==> src/hdl/tiler_defs.svh <==
// Array geometry and host register map shared by the tiler front end.
// Tile columns are derived from the array height and the pipeline depth.
`ifndef TILER_DEFS_SVH
`define TILER_DEFS_SVH

// Output rows covered by one tile
`define ARRAY_WIDTH 4

// Compute columns and pipeline registers in each of them
`define ARRAY_HEIGHT 4
`define PIPE_REGS 1

// Output columns covered by one tile
`define TILE_COLS (`ARRAY_HEIGHT * (`PIPE_REGS + 1))

// Element size in bytes, FP16 storage
`define ELEM_BYTES 2

// Host register map as 4-bit word indices
`define REG_X_ADDR  4'd0
`define REG_W_ADDR  4'd1
`define REG_Z_ADDR  4'd2
`define REG_SIZE_MK 4'd3
`define REG_SIZE_N  4'd4
`define REG_OPS     4'd5
`define REG_TRIGGER 4'd6
`define REG_STATUS  4'd7

`endif

==> src/hdl/tiler_pkg.sv <==
// Job, configuration and tile types of the tiler front end.
// Leftover and extent widths assume a 4-row by 8-column tile.
package tiler_pkg;

  // Element-wise operation pairs selectable per job
  typedef enum logic [2:0] {
    MATMUL,
    GEMM,
    ADDMAX,
    ADDMIN,
    MULMAX,
    MULMIN,
    MAXMIN
  } gemm_op_e;

  typedef enum logic [1:0] {
    FLOAT16,
    FLOAT8,
    FLOAT16ALT,
    FLOAT8ALT
  } fmt_e;

  // Operation run by each floating-point stage
  typedef enum logic [1:0] {
    FPU_FMADD,
    FPU_ADD,
    FPU_MUL,
    FPU_MINMAX
  } fpu_op_e;

  typedef enum logic {
    RNE,
    RTZ
  } rnd_e;

  // Raw job as written by the host
  typedef struct packed {
    logic [31:0] x_addr;
    logic [31:0] w_addr;
    logic [31:0] z_addr;
    logic [15:0] m_size;
    logic [15:0] k_size;
    logic [15:0] n_size;
    gemm_op_e    gemm_ops;
    fmt_e        in_fmt;
    fmt_e        out_fmt;
  } job_t;

  typedef struct packed {
    job_t        job;
    logic [15:0] x_rows_iter;
    logic [15:0] x_cols_iter;
    logic [15:0] w_cols_iter;
    logic [15:0] w_rows_iter;
    // Leftovers are always below a full tile
    logic [2:0]  x_rows_lftovr;
    logic [3:0]  x_cols_lftovr;
    logic [3:0]  w_cols_lftovr;
    logic [31:0] x_d1_stride;
    logic [31:0] x_rows_offs;
    logic [31:0] w_d0_stride;
    logic [15:0] tot_stores;
    logic [31:0] tot_x_read;
    logic [31:0] w_tot_len;
    fpu_op_e     stage_1_op;
    fpu_op_e     stage_2_op;
    rnd_e        stage_1_rnd;
    rnd_e        stage_2_rnd;
    fmt_e        input_format;
    fmt_e        computing_format;
    logic        gemm_selection;
  } engine_cfg_t;

  // One output tile, rows and cols give the valid extent
  typedef struct packed {
    logic [15:0] row_idx;
    logic [15:0] col_idx;
    logic [31:0] x_addr;
    logic [31:0] w_addr;
    logic [31:0] z_addr;
    logic [2:0]  rows;
    logic [3:0]  cols;
    logic        last;
  } tile_t;

endpackage

==> src/hdl/job_regfile.sv <==
// Job and trigger writes are dropped while busy, so the running job stays stable.
// The trigger register reads as zero and REG_STATUS returns busy in bit 0.
`include "tiler_defs.svh"

module job_regfile (
  input  logic            clk_i,
  input  logic            rst_ni,
  input  logic            clear_i,
  input  logic            reg_we_i,
  input  logic [3:0]      reg_addr_i,
  input  logic [31:0]     reg_wdata_i,
  output logic [31:0]     reg_rdata_o,
  input  logic            done_i,
  output tiler_pkg::job_t job_o,
  output logic            start_o,
  output logic            irq_o
);
  import tiler_pkg::*;

  job_t job_q;
  logic busy_q;
  logic start_q;
  logic irq_q;
  logic job_we;
  logic trigger;

  // Host writes only land while idle
  assign job_we  = reg_we_i && !busy_q;
  assign trigger = job_we && (reg_addr_i == `REG_TRIGGER);

  always_ff @(posedge clk_i or negedge rst_ni) begin
    if (!rst_ni) begin
      job_q <= '0;
    end else if (job_we) begin
      case (reg_addr_i)
        `REG_X_ADDR: job_q.x_addr <= reg_wdata_i;
        `REG_W_ADDR: job_q.w_addr <= reg_wdata_i;
        `REG_Z_ADDR: job_q.z_addr <= reg_wdata_i;
        `REG_SIZE_MK: begin
          job_q.m_size <= reg_wdata_i[15:0];
          job_q.k_size <= reg_wdata_i[31:16];
        end
        `REG_SIZE_N: job_q.n_size <= reg_wdata_i[15:0];
        `REG_OPS: begin
          job_q.gemm_ops <= gemm_op_e'(reg_wdata_i[2:0]);
          job_q.in_fmt   <= fmt_e'(reg_wdata_i[5:4]);
          job_q.out_fmt  <= fmt_e'(reg_wdata_i[9:8]);
        end
        default: begin
        end
      endcase
    end
  end

  // Busy spans from the accepted trigger to the sequencer's done
  always_ff @(posedge clk_i or negedge rst_ni) begin
    if (!rst_ni) begin
      busy_q  <= 1'b0;
      start_q <= 1'b0;
      irq_q   <= 1'b0;
    end else if (clear_i) begin
      busy_q  <= 1'b0;
      start_q <= 1'b0;
      irq_q   <= 1'b0;
    end else begin
      start_q <= trigger;
      irq_q   <= done_i;
      if (trigger) begin
        busy_q <= 1'b1;
      end else if (done_i) begin
        busy_q <= 1'b0;
      end
    end
  end

  always_comb begin
    case (reg_addr_i)
      `REG_X_ADDR:  reg_rdata_o = job_q.x_addr;
      `REG_W_ADDR:  reg_rdata_o = job_q.w_addr;
      `REG_Z_ADDR:  reg_rdata_o = job_q.z_addr;
      `REG_SIZE_MK: reg_rdata_o = {job_q.k_size, job_q.m_size};
      `REG_SIZE_N:  reg_rdata_o = {16'b0, job_q.n_size};
      `REG_OPS: begin
        reg_rdata_o = {22'b0, job_q.out_fmt, 2'b0, job_q.in_fmt, 1'b0, job_q.gemm_ops};
      end
      `REG_STATUS:  reg_rdata_o = {31'b0, busy_q};
      default:      reg_rdata_o = '0;
    endcase
  end

  assign job_o   = job_q;
  assign start_o = start_q;
  assign irq_o   = irq_q;

endmodule

==> src/hdl/gemm_tiler.sv <==
// Configuration is valid three cycles after start and holds until setback or clear.
// tot_stores keeps 16 bits, so the tile count of a job must stay below 65536.
`include "tiler_defs.svh"

module gemm_tiler (
  input  logic                   clk_i,
  input  logic                   rst_ni,
  input  logic                   clear_i,
  input  logic                   setback_i,
  input  logic                   start_cfg_i,
  input  tiler_pkg::job_t        job_i,
  output logic                   cfg_valid_o,
  output tiler_pkg::engine_cfg_t cfg_o
);
  import tiler_pkg::*;

  localparam logic [15:0] tile_rows  = 16'(`ARRAY_WIDTH);
  localparam logic [15:0] tile_cols  = 16'(`TILE_COLS);
  localparam logic [15:0] col_rows   = 16'(`ARRAY_HEIGHT);
  localparam logic [31:0] elem_bytes = 32'(`ELEM_BYTES);

  logic [15:0] x_rows_base;
  logic [15:0] x_cols_base;
  logic [15:0] w_cols_base;
  logic [15:0] w_rows_base;
  logic [15:0] x_rows_rem;
  logic [15:0] x_cols_rem;
  logic [15:0] w_cols_rem;
  logic [15:0] w_rows_rem;
  logic [15:0] x_rows_iter;
  logic [15:0] x_cols_iter;
  logic [15:0] w_cols_iter;
  logic [15:0] w_rows_iter;
  logic [31:0] x_d1_stride;
  logic [31:0] w_d0_stride;

  logic        stage_a_valid_q;
  logic        stage_b_valid_q;
  logic        cfg_valid_q;
  logic [15:0] tot_stores_q;
  logic [31:0] tot_x_read_q;
  logic [31:0] w_tot_len_q;

  engine_cfg_t cfg_d;
  engine_cfg_t cfg_q;

  // Whole tiles along each dimension
  assign x_rows_base = job_i.m_size / tile_rows;
  assign x_cols_base = job_i.n_size / tile_cols;
  assign w_cols_base = job_i.k_size / tile_cols;
  assign w_rows_base = job_i.n_size / col_rows;

  assign x_rows_rem = job_i.m_size - x_rows_base * tile_rows;
  assign x_cols_rem = job_i.n_size - x_cols_base * tile_cols;
  assign w_cols_rem = job_i.k_size - w_cols_base * tile_cols;
  assign w_rows_rem = job_i.n_size - w_rows_base * col_rows;

  // A partial tile costs a full iteration
  assign x_rows_iter = (x_rows_rem != '0) ? x_rows_base + 16'd1 : x_rows_base;
  assign x_cols_iter = (x_cols_rem != '0) ? x_cols_base + 16'd1 : x_cols_base;
  assign w_cols_iter = (w_cols_rem != '0) ? w_cols_base + 16'd1 : w_cols_base;
  // W rows are padded up to whole compute columns
  assign w_rows_iter = (w_rows_rem != '0) ? job_i.n_size + col_rows - w_rows_rem
                                          : job_i.n_size;

  // Row strides in bytes of X and of W and Z
  assign x_d1_stride = elem_bytes * {16'b0, job_i.n_size};
  assign w_d0_stride = elem_bytes * {16'b0, job_i.k_size};

  always_ff @(posedge clk_i or negedge rst_ni) begin
    if (!rst_ni) begin
      stage_a_valid_q <= 1'b0;
      stage_b_valid_q <= 1'b0;
      cfg_valid_q     <= 1'b0;
    end else if (clear_i || setback_i) begin
      stage_a_valid_q <= 1'b0;
      stage_b_valid_q <= 1'b0;
      cfg_valid_q     <= 1'b0;
    end else begin
      stage_a_valid_q <= start_cfg_i;
      stage_b_valid_q <= stage_a_valid_q;
      if (stage_b_valid_q) begin
        cfg_valid_q <= 1'b1;
      end
    end
  end

  // Products split over two stages to keep the multipliers short
  always_ff @(posedge clk_i) begin
    if (start_cfg_i) begin
      tot_stores_q <= x_rows_iter * w_cols_iter;
    end
    if (stage_a_valid_q) begin
      tot_x_read_q <= {16'b0, tot_stores_q} * {16'b0, x_cols_iter};
      w_tot_len_q  <= {16'b0, tot_stores_q} * {16'b0, w_rows_iter};
    end
  end

  always_comb begin
    cfg_d                  = '0;
    cfg_d.job              = job_i;
    cfg_d.x_rows_iter      = x_rows_iter;
    cfg_d.x_cols_iter      = x_cols_iter;
    cfg_d.w_cols_iter      = w_cols_iter;
    cfg_d.w_rows_iter      = w_rows_iter;
    cfg_d.x_rows_lftovr    = x_rows_rem[2:0];
    cfg_d.x_cols_lftovr    = x_cols_rem[3:0];
    cfg_d.w_cols_lftovr    = w_cols_rem[3:0];
    cfg_d.x_d1_stride      = x_d1_stride;
    cfg_d.x_rows_offs      = {16'b0, tile_rows} * x_d1_stride;
    cfg_d.w_d0_stride      = w_d0_stride;
    cfg_d.tot_stores       = tot_stores_q;
    cfg_d.tot_x_read       = tot_x_read_q;
    cfg_d.w_tot_len        = w_tot_len_q;
    // The second stage always reduces with min or max
    cfg_d.stage_2_op       = FPU_MINMAX;
    cfg_d.input_format     = job_i.in_fmt;
    cfg_d.computing_format = job_i.out_fmt;
    cfg_d.gemm_selection   = (job_i.gemm_ops != MATMUL);
    case (job_i.gemm_ops)
      MATMUL, GEMM: begin
        cfg_d.stage_1_op  = FPU_FMADD;
        cfg_d.stage_1_rnd = RNE;
        cfg_d.stage_2_rnd = RNE;
      end
      ADDMAX, ADDMIN: begin
        cfg_d.stage_1_op  = FPU_ADD;
        cfg_d.stage_1_rnd = RNE;
        cfg_d.stage_2_rnd = (job_i.gemm_ops == ADDMAX) ? RTZ : RNE;
      end
      MULMAX, MULMIN: begin
        cfg_d.stage_1_op  = FPU_MUL;
        cfg_d.stage_1_rnd = RNE;
        cfg_d.stage_2_rnd = (job_i.gemm_ops == MULMAX) ? RTZ : RNE;
      end
      MAXMIN: begin
        cfg_d.stage_1_op  = FPU_MINMAX;
        cfg_d.stage_1_rnd = RTZ;
        cfg_d.stage_2_rnd = RNE;
      end
      default: begin
        cfg_d.stage_1_op  = FPU_MINMAX;
        cfg_d.stage_1_rnd = RNE;
        cfg_d.stage_2_rnd = RTZ;
      end
    endcase
  end

  always_ff @(posedge clk_i) begin
    if (stage_b_valid_q) begin
      cfg_q <= cfg_d;
    end
  end

  assign cfg_valid_o = cfg_valid_q;
  assign cfg_o       = cfg_q;

endmodule

==> src/hdl/tile_sequencer.sv <==
// Emits one tile per cycle in row-major order with no back-pressure.
// A job of zero tiles ends at once with a bare done pulse.
`include "tiler_defs.svh"

module tile_sequencer (
  input  logic                   clk_i,
  input  logic                   rst_ni,
  input  logic                   clear_i,
  input  logic                   cfg_valid_i,
  input  tiler_pkg::engine_cfg_t cfg_i,
  output logic                   tile_valid_o,
  output tiler_pkg::tile_t       tile_o,
  output logic                   done_o
);
  import tiler_pkg::*;

  localparam logic [31:0] col_stride    = 32'(`TILE_COLS * `ELEM_BYTES);
  localparam logic [31:0] rows_per_tile = 32'(`ARRAY_WIDTH);
  localparam logic [2:0]  full_rows     = 3'(`ARRAY_WIDTH);
  localparam logic [3:0]  full_cols     = 4'(`TILE_COLS);

  typedef enum logic [1:0] {
    IDLE,
    RUN,
    DONE
  } state_e;

  state_e      state_q;
  logic [15:0] row_q;
  logic [15:0] col_q;
  logic        last_row;
  logic        last_col;
  logic        empty_job;
  logic        emit;
  logic        tile_valid_q;
  logic        done_q;
  logic [31:0] z_row_stride;
  tile_t       tile_d;
  tile_t       tile_q;

  assign last_row     = (row_q == cfg_i.x_rows_iter - 16'd1);
  assign last_col     = (col_q == cfg_i.w_cols_iter - 16'd1);
  assign empty_job    = (cfg_i.tot_stores == '0);
  // First tile leaves on the same edge that starts the run
  assign emit         = ((state_q == IDLE) && cfg_valid_i && !empty_job) || (state_q == RUN);
  assign z_row_stride = rows_per_tile * cfg_i.w_d0_stride;

  always_comb begin
    tile_d.row_idx = row_q;
    tile_d.col_idx = col_q;
    tile_d.x_addr  = cfg_i.job.x_addr + {16'b0, row_q} * cfg_i.x_rows_offs;
    tile_d.w_addr  = cfg_i.job.w_addr + {16'b0, col_q} * col_stride;
    tile_d.z_addr  = cfg_i.job.z_addr + {16'b0, row_q} * z_row_stride
                   + {16'b0, col_q} * col_stride;
    // Edge tiles shrink to the leftover when there is one
    tile_d.rows    = (last_row && cfg_i.x_rows_lftovr != '0) ? cfg_i.x_rows_lftovr : full_rows;
    tile_d.cols    = (last_col && cfg_i.w_cols_lftovr != '0) ? cfg_i.w_cols_lftovr : full_cols;
    tile_d.last    = last_row && last_col;
  end

  always_ff @(posedge clk_i or negedge rst_ni) begin
    if (!rst_ni) begin
      state_q      <= IDLE;
      row_q        <= '0;
      col_q        <= '0;
      tile_valid_q <= 1'b0;
      done_q       <= 1'b0;
    end else if (clear_i) begin
      state_q      <= IDLE;
      row_q        <= '0;
      col_q        <= '0;
      tile_valid_q <= 1'b0;
      done_q       <= 1'b0;
    end else begin
      tile_valid_q <= emit;
      done_q       <= (tile_valid_q && tile_q.last)
                   || ((state_q == IDLE) && cfg_valid_i && empty_job);
      case (state_q)
        IDLE: begin
          if (cfg_valid_i) begin
            state_q <= (empty_job || tile_d.last) ? DONE : RUN;
          end
        end
        RUN: begin
          if (tile_d.last) begin
            state_q <= DONE;
          end
        end
        // Hold until the tiler drops this job's configuration
        DONE: begin
          if (!cfg_valid_i) begin
            state_q <= IDLE;
          end
        end
        default: state_q <= IDLE;
      endcase
      if (emit) begin
        if (tile_d.last) begin
          row_q <= '0;
          col_q <= '0;
        end else if (last_col) begin
          row_q <= row_q + 16'd1;
          col_q <= '0;
        end else begin
          col_q <= col_q + 16'd1;
        end
      end
    end
  end

  always_ff @(posedge clk_i) begin
    if (emit) begin
      tile_q <= tile_d;
    end
  end

  assign tile_valid_o = tile_valid_q;
  assign tile_o       = tile_q;
  assign done_o       = done_q;

endmodule

==> src/hdl/tiler_top.sv <==
// Job front end: register file, configuration tiler and tile sequencer.
// The tile consumer must take one tile per cycle.
module tiler_top (
  input  logic                   clk_i,
  input  logic                   rst_ni,
  input  logic                   clear_i,
  input  logic                   reg_we_i,
  input  logic [3:0]             reg_addr_i,
  input  logic [31:0]            reg_wdata_i,
  output logic [31:0]            reg_rdata_o,
  output logic                   irq_o,
  output logic                   cfg_valid_o,
  output tiler_pkg::engine_cfg_t cfg_o,
  output logic                   tile_valid_o,
  output tiler_pkg::tile_t       tile_o
);
  import tiler_pkg::*;

  job_t job;
  logic start;
  logic done;

  job_regfile i_job_regfile (
    .clk_i       (clk_i),
    .rst_ni      (rst_ni),
    .clear_i     (clear_i),
    .reg_we_i    (reg_we_i),
    .reg_addr_i  (reg_addr_i),
    .reg_wdata_i (reg_wdata_i),
    .reg_rdata_o (reg_rdata_o),
    .done_i      (done),
    .job_o       (job),
    .start_o     (start),
    .irq_o       (irq_o)
  );

  // Done from the sequencer also retires the configuration
  gemm_tiler i_gemm_tiler (
    .clk_i       (clk_i),
    .rst_ni      (rst_ni),
    .clear_i     (clear_i),
    .setback_i   (done),
    .start_cfg_i (start),
    .job_i       (job),
    .cfg_valid_o (cfg_valid_o),
    .cfg_o       (cfg_o)
  );

  tile_sequencer i_tile_sequencer (
    .clk_i        (clk_i),
    .rst_ni       (rst_ni),
    .clear_i      (clear_i),
    .cfg_valid_i  (cfg_valid_o),
    .cfg_i        (cfg_o),
    .tile_valid_o (tile_valid_o),
    .tile_o       (tile_o),
    .done_o       (done)
  );

endmodule

==> config.mk <==
export PLATFORM = sky130hd
export DESIGN_NAME = tiler_top
export DESIGN_NICKNAME = d
export VERILOG_FILES = /design/src/hdl/tiler_pkg.sv /design/src/hdl/job_regfile.sv /design/src/hdl/gemm_tiler.sv /design/src/hdl/tile_sequencer.sv /design/src/hdl/tiler_top.sv
export VERILOG_INCLUDE_DIRS = /design/src /design/src/hdl
export SDC_FILE = /design/constraint.sdc
export NUM_CORES = 2
export LEC_CHECK = 0
export BUFFER_PORTS_ARGS = -buffer_cell sky130_fd_sc_hd__buf_2
export CAP_MARGIN = 20
export CORE_MARGIN = 5
export CORE_UTILIZATION = 35
export CTS_CLUSTER_DIAMETER = 200
export DETAILED_ROUTE_END_ITERATION = 8
export GPL_TIMING_DRIVEN = 0
export PLACE_DENSITY = 0.59
export SLEW_MARGIN = 25
export SYNTH_ARGS = -nofsm -noshare
export SYNTH_HDL_FRONTEND = slang
export SYNTH_HIERARCHICAL = 1
export SYNTH_SLANG_ARGS = --single-unit
==> constraint.sdc <==
create_clock -name clk_i -period 11.2 [get_ports clk_i]
set_input_delay 2.8 -clock clk_i [delete_from_list [all_inputs] [get_ports clk_i]]
set_output_delay 2.8 -clock clk_i [all_outputs]
set_load 0.02 [all_outputs]
* Word level (Yosys, flattened, before mapping)
Index checks and enable logic that the tools add are counted.
** Word-level totals
- Register bits after elaboration :: 720
- Bits of input ports :: 40
** Operators by class
- $add $sub $neg :: 17
- Multipliers :: 5
- Equality and inequality tests :: 20
- Mux-type cells :: 34
- Reduce and logical (&&, ||, !) cells :: 41
** Operator list (count)
- $pmux 32 s7 :: 1
- $mux 16 :: 12
- $sub 16x16->16 :: 5
- $add 32x20->32 :: 2
- $add 32x32->32 :: 2
- $mul 16x16->32 :: 2
- $reduce_bool 16->1 :: 4
- $mul 16x16->29 :: 2
- $add 16x1->16 const B :: 2
- $eq 16x16->1 :: 2
- $sub 16x1->16 const B :: 2
- $add 13x1->14 const B :: 2
- $add 16x3->16 const B :: 1
- $eq 4x3->1 const B :: 4
- $logic_not 16->1 :: 1
- $mul 16x16->16 :: 1
- $add 14x1->15 const B :: 1
- $reduce_and 2->1 :: 7
- $mux 1 :: 13
- $pmux 2 s3 :: 2
- $reduce_bool 3->1 :: 4
- $mux 2 :: 5
- $eq 3x3->1 const B :: 3
- $logic_and 1x1->1 :: 9
- other kinds (18) :: 28

* Longest topological paths before layout
- Depth in word-level cells :: 8
- Mapped depth :: 35
- Gate-level depth less buffers :: 32

* Modules after synthesis
Netlist, hierarchy kept.
** By module, submodules not included
- gemm_tiler :: instances 1, cells an instance 3057, area each 33699.8 sq um, seq. area each 11215.8 sq um
- tile_sequencer :: instances 1, cells an instance 3504, area each 32441.1 sq um, seq. area each 4984.8 sq um
- job_regfile :: instances 1, cells an instance 459, area each 6949.2 sq um, seq. area each 3853.7 sq um

* Least setup slack after synthesis
Ideal clock, no wire load.
- Kind :: reg-to-reg
- From :: register i_job_regfile.job_q, in the netlist i_job_regfile/job_o[7]
- To :: register i_gemm_tiler.tot_x_read_q[29], data pin
- Library setup time :: 0.264 ns
- Data arrival time :: 8.108 ns
- Required time :: 10.936 ns
- Path slack :: 2.828 ns
- Stages on the path, launching flop included :: 33
- Period minus slack after synthesis :: 8.372 ns
- Cell sequence :: dfrtp_1 -> or2_2 -> clkbuf_1 -> clkinv_1 -> clkbuf_1 -> clkbuf_1 -> clkbuf_1 -> ha_1 -> nor3b_1 -> and3_1 -> nand3_1 -> xnor2_1 -> clkbuf_1 -> nand2_1 -> fa_1 -> fa_1 -> inv_1 -> fa_1 -> inv_1 -> fa_1 -> inv_1 -> fa_1 -> fa_1 -> ha_1 -> and3_1 -> a21oi_1 -> o21ai_0 -> or2_2 -> nand2_1 -> a31oi_1 -> a211o_1 -> o31ai_1 -> xnor2_1
** RTL lines
- start: declaration :: line job_regfile.sv:20 : job_t job_q;
- end signal: assignment :: line gemm_tiler.sv:94 : tot_x_read_q <= {16'b0, tot_stores_q} * {16'b0, x_cols_iter};
- end: declaration :: line gemm_tiler.sv:41 : logic [31:0] tot_x_read_q;

==> impl_metrics.env <==
export IMPL_cts_inserted_buffers=87
export IMPL_setup_tns_final_ns=0
export IMPL_ys_async_sr_fraction_pct=27.57
export IMPL_crit_cells=31
export IMPL_grt_pass1_vias=56960
export IMPL_cts_hold_buf=0
export IMPL_cp_end_kind="flop"
export IMPL_synthesis_area_mm2=0.07309
export IMPL_worstRegToRegCells=31
export IMPL_antenna_found_initial=27
export IMPL_clk_latency_ns=0.76
export IMPL_layout_setup_ws_ns=0.4525
export IMPL_cp_max_fo=10
export IMPL_antenna_left=0
export IMPL_worstReg2RegStart="i_tile_sequencer/row_q[7]"
export IMPL_yosysUniqueCellTypes=111
export IMPL_place_inst=10480
export IMPL_grt_pass1_wl_mm=391.0
export IMPL_syn_inst=7020
export IMPL_dieArea_mm2=0.2181
export IMPL_io_buffers=563
export IMPL_drive_gt1_share_pct=14.29
export IMPL_std_cell_rows=167
export IMPL_crit_arrival_ns=11.38
export IMPL_htreeDepth=3
export IMPL_synth_avg_cell_area_um2=10.41
export IMPL_synth_ff_type="edfxtp_1"
export IMPL_drt_iter0_markers=4217
export IMPL_critPathBufInv=8
export IMPL_cts_tree="built"
export IMPL_die_width_um=467.0
export IMPL_tightestPinTransition_ns=1.120
export IMPL_relSlewSlack_pct=25.31
export IMPL_grt_max_degree=91
export IMPL_initial_utilization_pct=35.23
export IMPL_n_fill_cell=20360
export IMPL_pin_count=624
export IMPL_grt_overflow=0
export IMPL_core_area_mm2=0.2075
export IMPL_firstDrtPassIters=6
export IMPL_cp_start_kind="flop"
export IMPL_post_place_ws_ns=0.5985
export IMPL_cp_slowest_stage_delay_ns=0.82
export IMPL_crit_type="reg2reg"
export IMPL_die_h_um=467.0
export IMPL_r2r_end="i_tile_sequencer/tile_o[38]"
export IMPL_crit_required_ns=11.83
export IMPL_fmax_ghz=0.09304
export IMPL_yosys_warnings=6
export IMPL_dp_hpwl_mm=220.9
export IMPL_routed_wirelength_mm=270.3
export IMPL_status="completed"
export IMPL_yosys_register_bits=700
export IMPL_avgViaCountPerCell=5.078
export IMPL_synth_edf_count=507
export IMPL_path_clk_slew_ns=0.07
export IMPL_crit_top_cell="fa_1"
export IMPL_slew_violations=0
export IMPL_drc=0
export IMPL_cap_violations=0
export IMPL_area_growth_pct=13.70
export IMPL_numClockSinks=700
export IMPL_slowest_stage="clkbuf_1"
export IMPL_post_drt_wl_per_cell_um=25.37
export IMPL_fin_crit_sh_pct=95.96
export IMPL_hold_viol_final=0
export IMPL_crit_path_end="i_tile_sequencer/tile_o[38]"
export IMPL_grt_setup_unrepaired="no"
export IMPL_cts_buffer_depth=3
export IMPL_seq_area_frac_synth_pct=27.44
export IMPL_worstHoldPathType="reg2reg"
export IMPL_vias=54110
export IMPL_r2r_slack_ns=0.45
export IMPL_cp_top_family="adder cells"
export IMPL_finClkSkew_ns=0.06446
export IMPL_globalplace_congestion=0.9644
export IMPL_finalCriticalPeriod_ns=10.75
export IMPL_hp_start="i_gemm_tiler/w_tot_len_q[0]"
export IMPL_nNetsFinal=9348
export IMPL_cp_startpoint="i_tile_sequencer/row_q[7]"
export IMPL_globalRouteTotalUtil_pct=24.64
export IMPL_ctsRootBufferMaster="clkbuf_16"
export IMPL_setup_viol=0
export IMPL_final_cells=10650
[state kept, by name, indices dropped and copies added, names as in the netlist]
register                       flops
i_tile_sequencer/row_q            16
i_tile_sequencer/done_o            1
i_job_regfile/job_o              151
i_gemm_tiler/cfg_o               293
i_job_regfile/start_o              1
i_gemm_tiler/w_tot_len_q          32
i_job_regfile/busy_q               1
i_gemm_tiler/cfg_valid_o           1
i_gemm_tiler/stage_b_valid_q       1
i_tile_sequencer/tile_o          136
i_tile_sequencer/tile_valid_o      1
i_gemm_tiler/tot_x_read_q         30
i_tile_sequencer/state_q           2
i_gemm_tiler/tot_stores_q         16
i_tile_sequencer/col_q            16
i_gemm_tiler/stage_a_valid_q       1
i_job_regfile/irq_o                1
[metrics by stage]
step	utilization, %	cell area (µm²)	hold WS, ns
after floorplan	-	73440	0.4003
after global placement	38.43	79740	0.4033
after detailed placement	38.63	80150	0.4045
after CTS	40.02	83040	0.4150
after global routing	40.04	83080	0.4112
final	40.05	83100	0.4167
[cell usage in the layout, fill, tap and decap left out, drive strengths merged, types with 16 or more instances in the layout]
master	instances
inv	1303
fa	1067
nand2	928
buf	747
edfxtp	507
ha	463
and2	439
clkbuf	370
xnor2	247
nor2	223
dfrtp	193
mux2	152
a21oi	143
o21ai	104
xor2	102
conb	94
nand3	75
a21o	61
nor3	57
nor4	40
nor2b	39
and3	32
o21a	31
o21bai	30
clkinv	29
a211oi	28
nand4	27
mux2i	23
o211ai	23
mux4	21
a31oi	19
nor3b	18
a32o	16
nand2b	16
or3	16
[worst register-to-register path: cells and delay by family (launching register included)]
kind,cells,cell delay [ns]
buf+inv,8,2.36
flops,1,0.51
xor+xnor,1,0.33
fa+ha+maj,9,4.25
simple gates,3,0.72
compound gates,10,2.45
[kinds of logic after synthesis]
kind of cell	after synthesis	share of synthesized area, %
mux	196	3.304
xor+xnor	351	4.362
flops	700	27.44
other cells	2	0.01027
fa+ha+maj	1530	37.15
buf+inv	1712	9.516
compound gates	574	5.314
simple gates	1955	12.91
[Yosys cell counts, types with 6 or more instances]
master	number	area (µm²)
nand2_1	924	3468
ha_1	463	5793
nor3_1	54	270.3
o21bai_1	30	225.2
o31ai_1	12	90.09
fa_1	1067	21360
a22o_1	7	61.31
nand4_1	25	156.4
clkinv_1	6	22.52
xnor2_1	244	2137
nand3_1	74	370.4
a21o_1	61	457.9
or2_2	9	56.30
a32o_1	16	160.2
nor2b_1	39	244.0
or3_1	16	100.1
o221ai_1	8	70.07
or4_1	7	52.55
buf_6	6	67.56
o211ai_1	22	165.2
nand3b_1	10	75.07
a211oi_1	28	210.2
buf_2	22	110.1
mux4_2	21	473.0
edfxtp_1	507	15220
and3_1	30	187.7
o21ai_0	99	495.5
xor2_1	98	858.3
buf_1	21	78.83
nand2b_1	16	100.1
inv_1	1286	4827
a211o_1	15	131.4
clkbuf_1	243	912.1
a31oi_1	19	118.9
nor4_1	35	219.0
buf_4	121	908.4
a21oi_1	143	715.7
a22oi_1	15	112.6
o21a_1	31	232.7
nor2_1	222	833.3
mux2i_1	23	230.2
and2_1	434	2715
mux2_2	151	1700
dfrtp_1	193	4830
nor3b_1	18	135.1
[final cells by class]
type	instances	area (µm²)	area share [%]
flip-flops and latches	700	20060	24.14
inverters	1297	4873	5.864
repair buffers	577	3153	3.794
well taps	2788	3488	4.198
clock inverters	39	370.4	0.4457
multi-input cells	4700	46520	55.97
diodes	13	32.53	0.03915
plain buffers	415	2092	2.517
clock buffers	125	2516	3.028
[metal layers]
layer  track usage (%)  routed length, µm  share of wire [%]  vias up
met5                 0                  0                  0        -
met4             14.30              19180                7.1        0
met3             4.979              21920                8.1      558
met2             41.45             129600                 48     2310
met1             29.35              99590                 37    27780
li1                  -                  -                  -    23460
[worst min-delay path by stage]
stage                             endpoint  cells after the start
global placement    i_gemm_tiler/cfg_o[14]                      0
CTS                 i_gemm_tiler/cfg_o[43]                      0
floorplan           i_gemm_tiler/cfg_o[11]                      0
finish              i_gemm_tiler/cfg_o[11]                      0
detailed placement  i_gemm_tiler/cfg_o[27]                      0
global route        i_gemm_tiler/cfg_o[43]                      0
[repair_timing]
action,CTS,global route
setup buffers,0,0
resized for setup,0,3
endpoints found under the setup margin,0,3
Power is not shown: default switching activity piles up to over one toggle a cycle in this logic, so the estimate is an artifact.
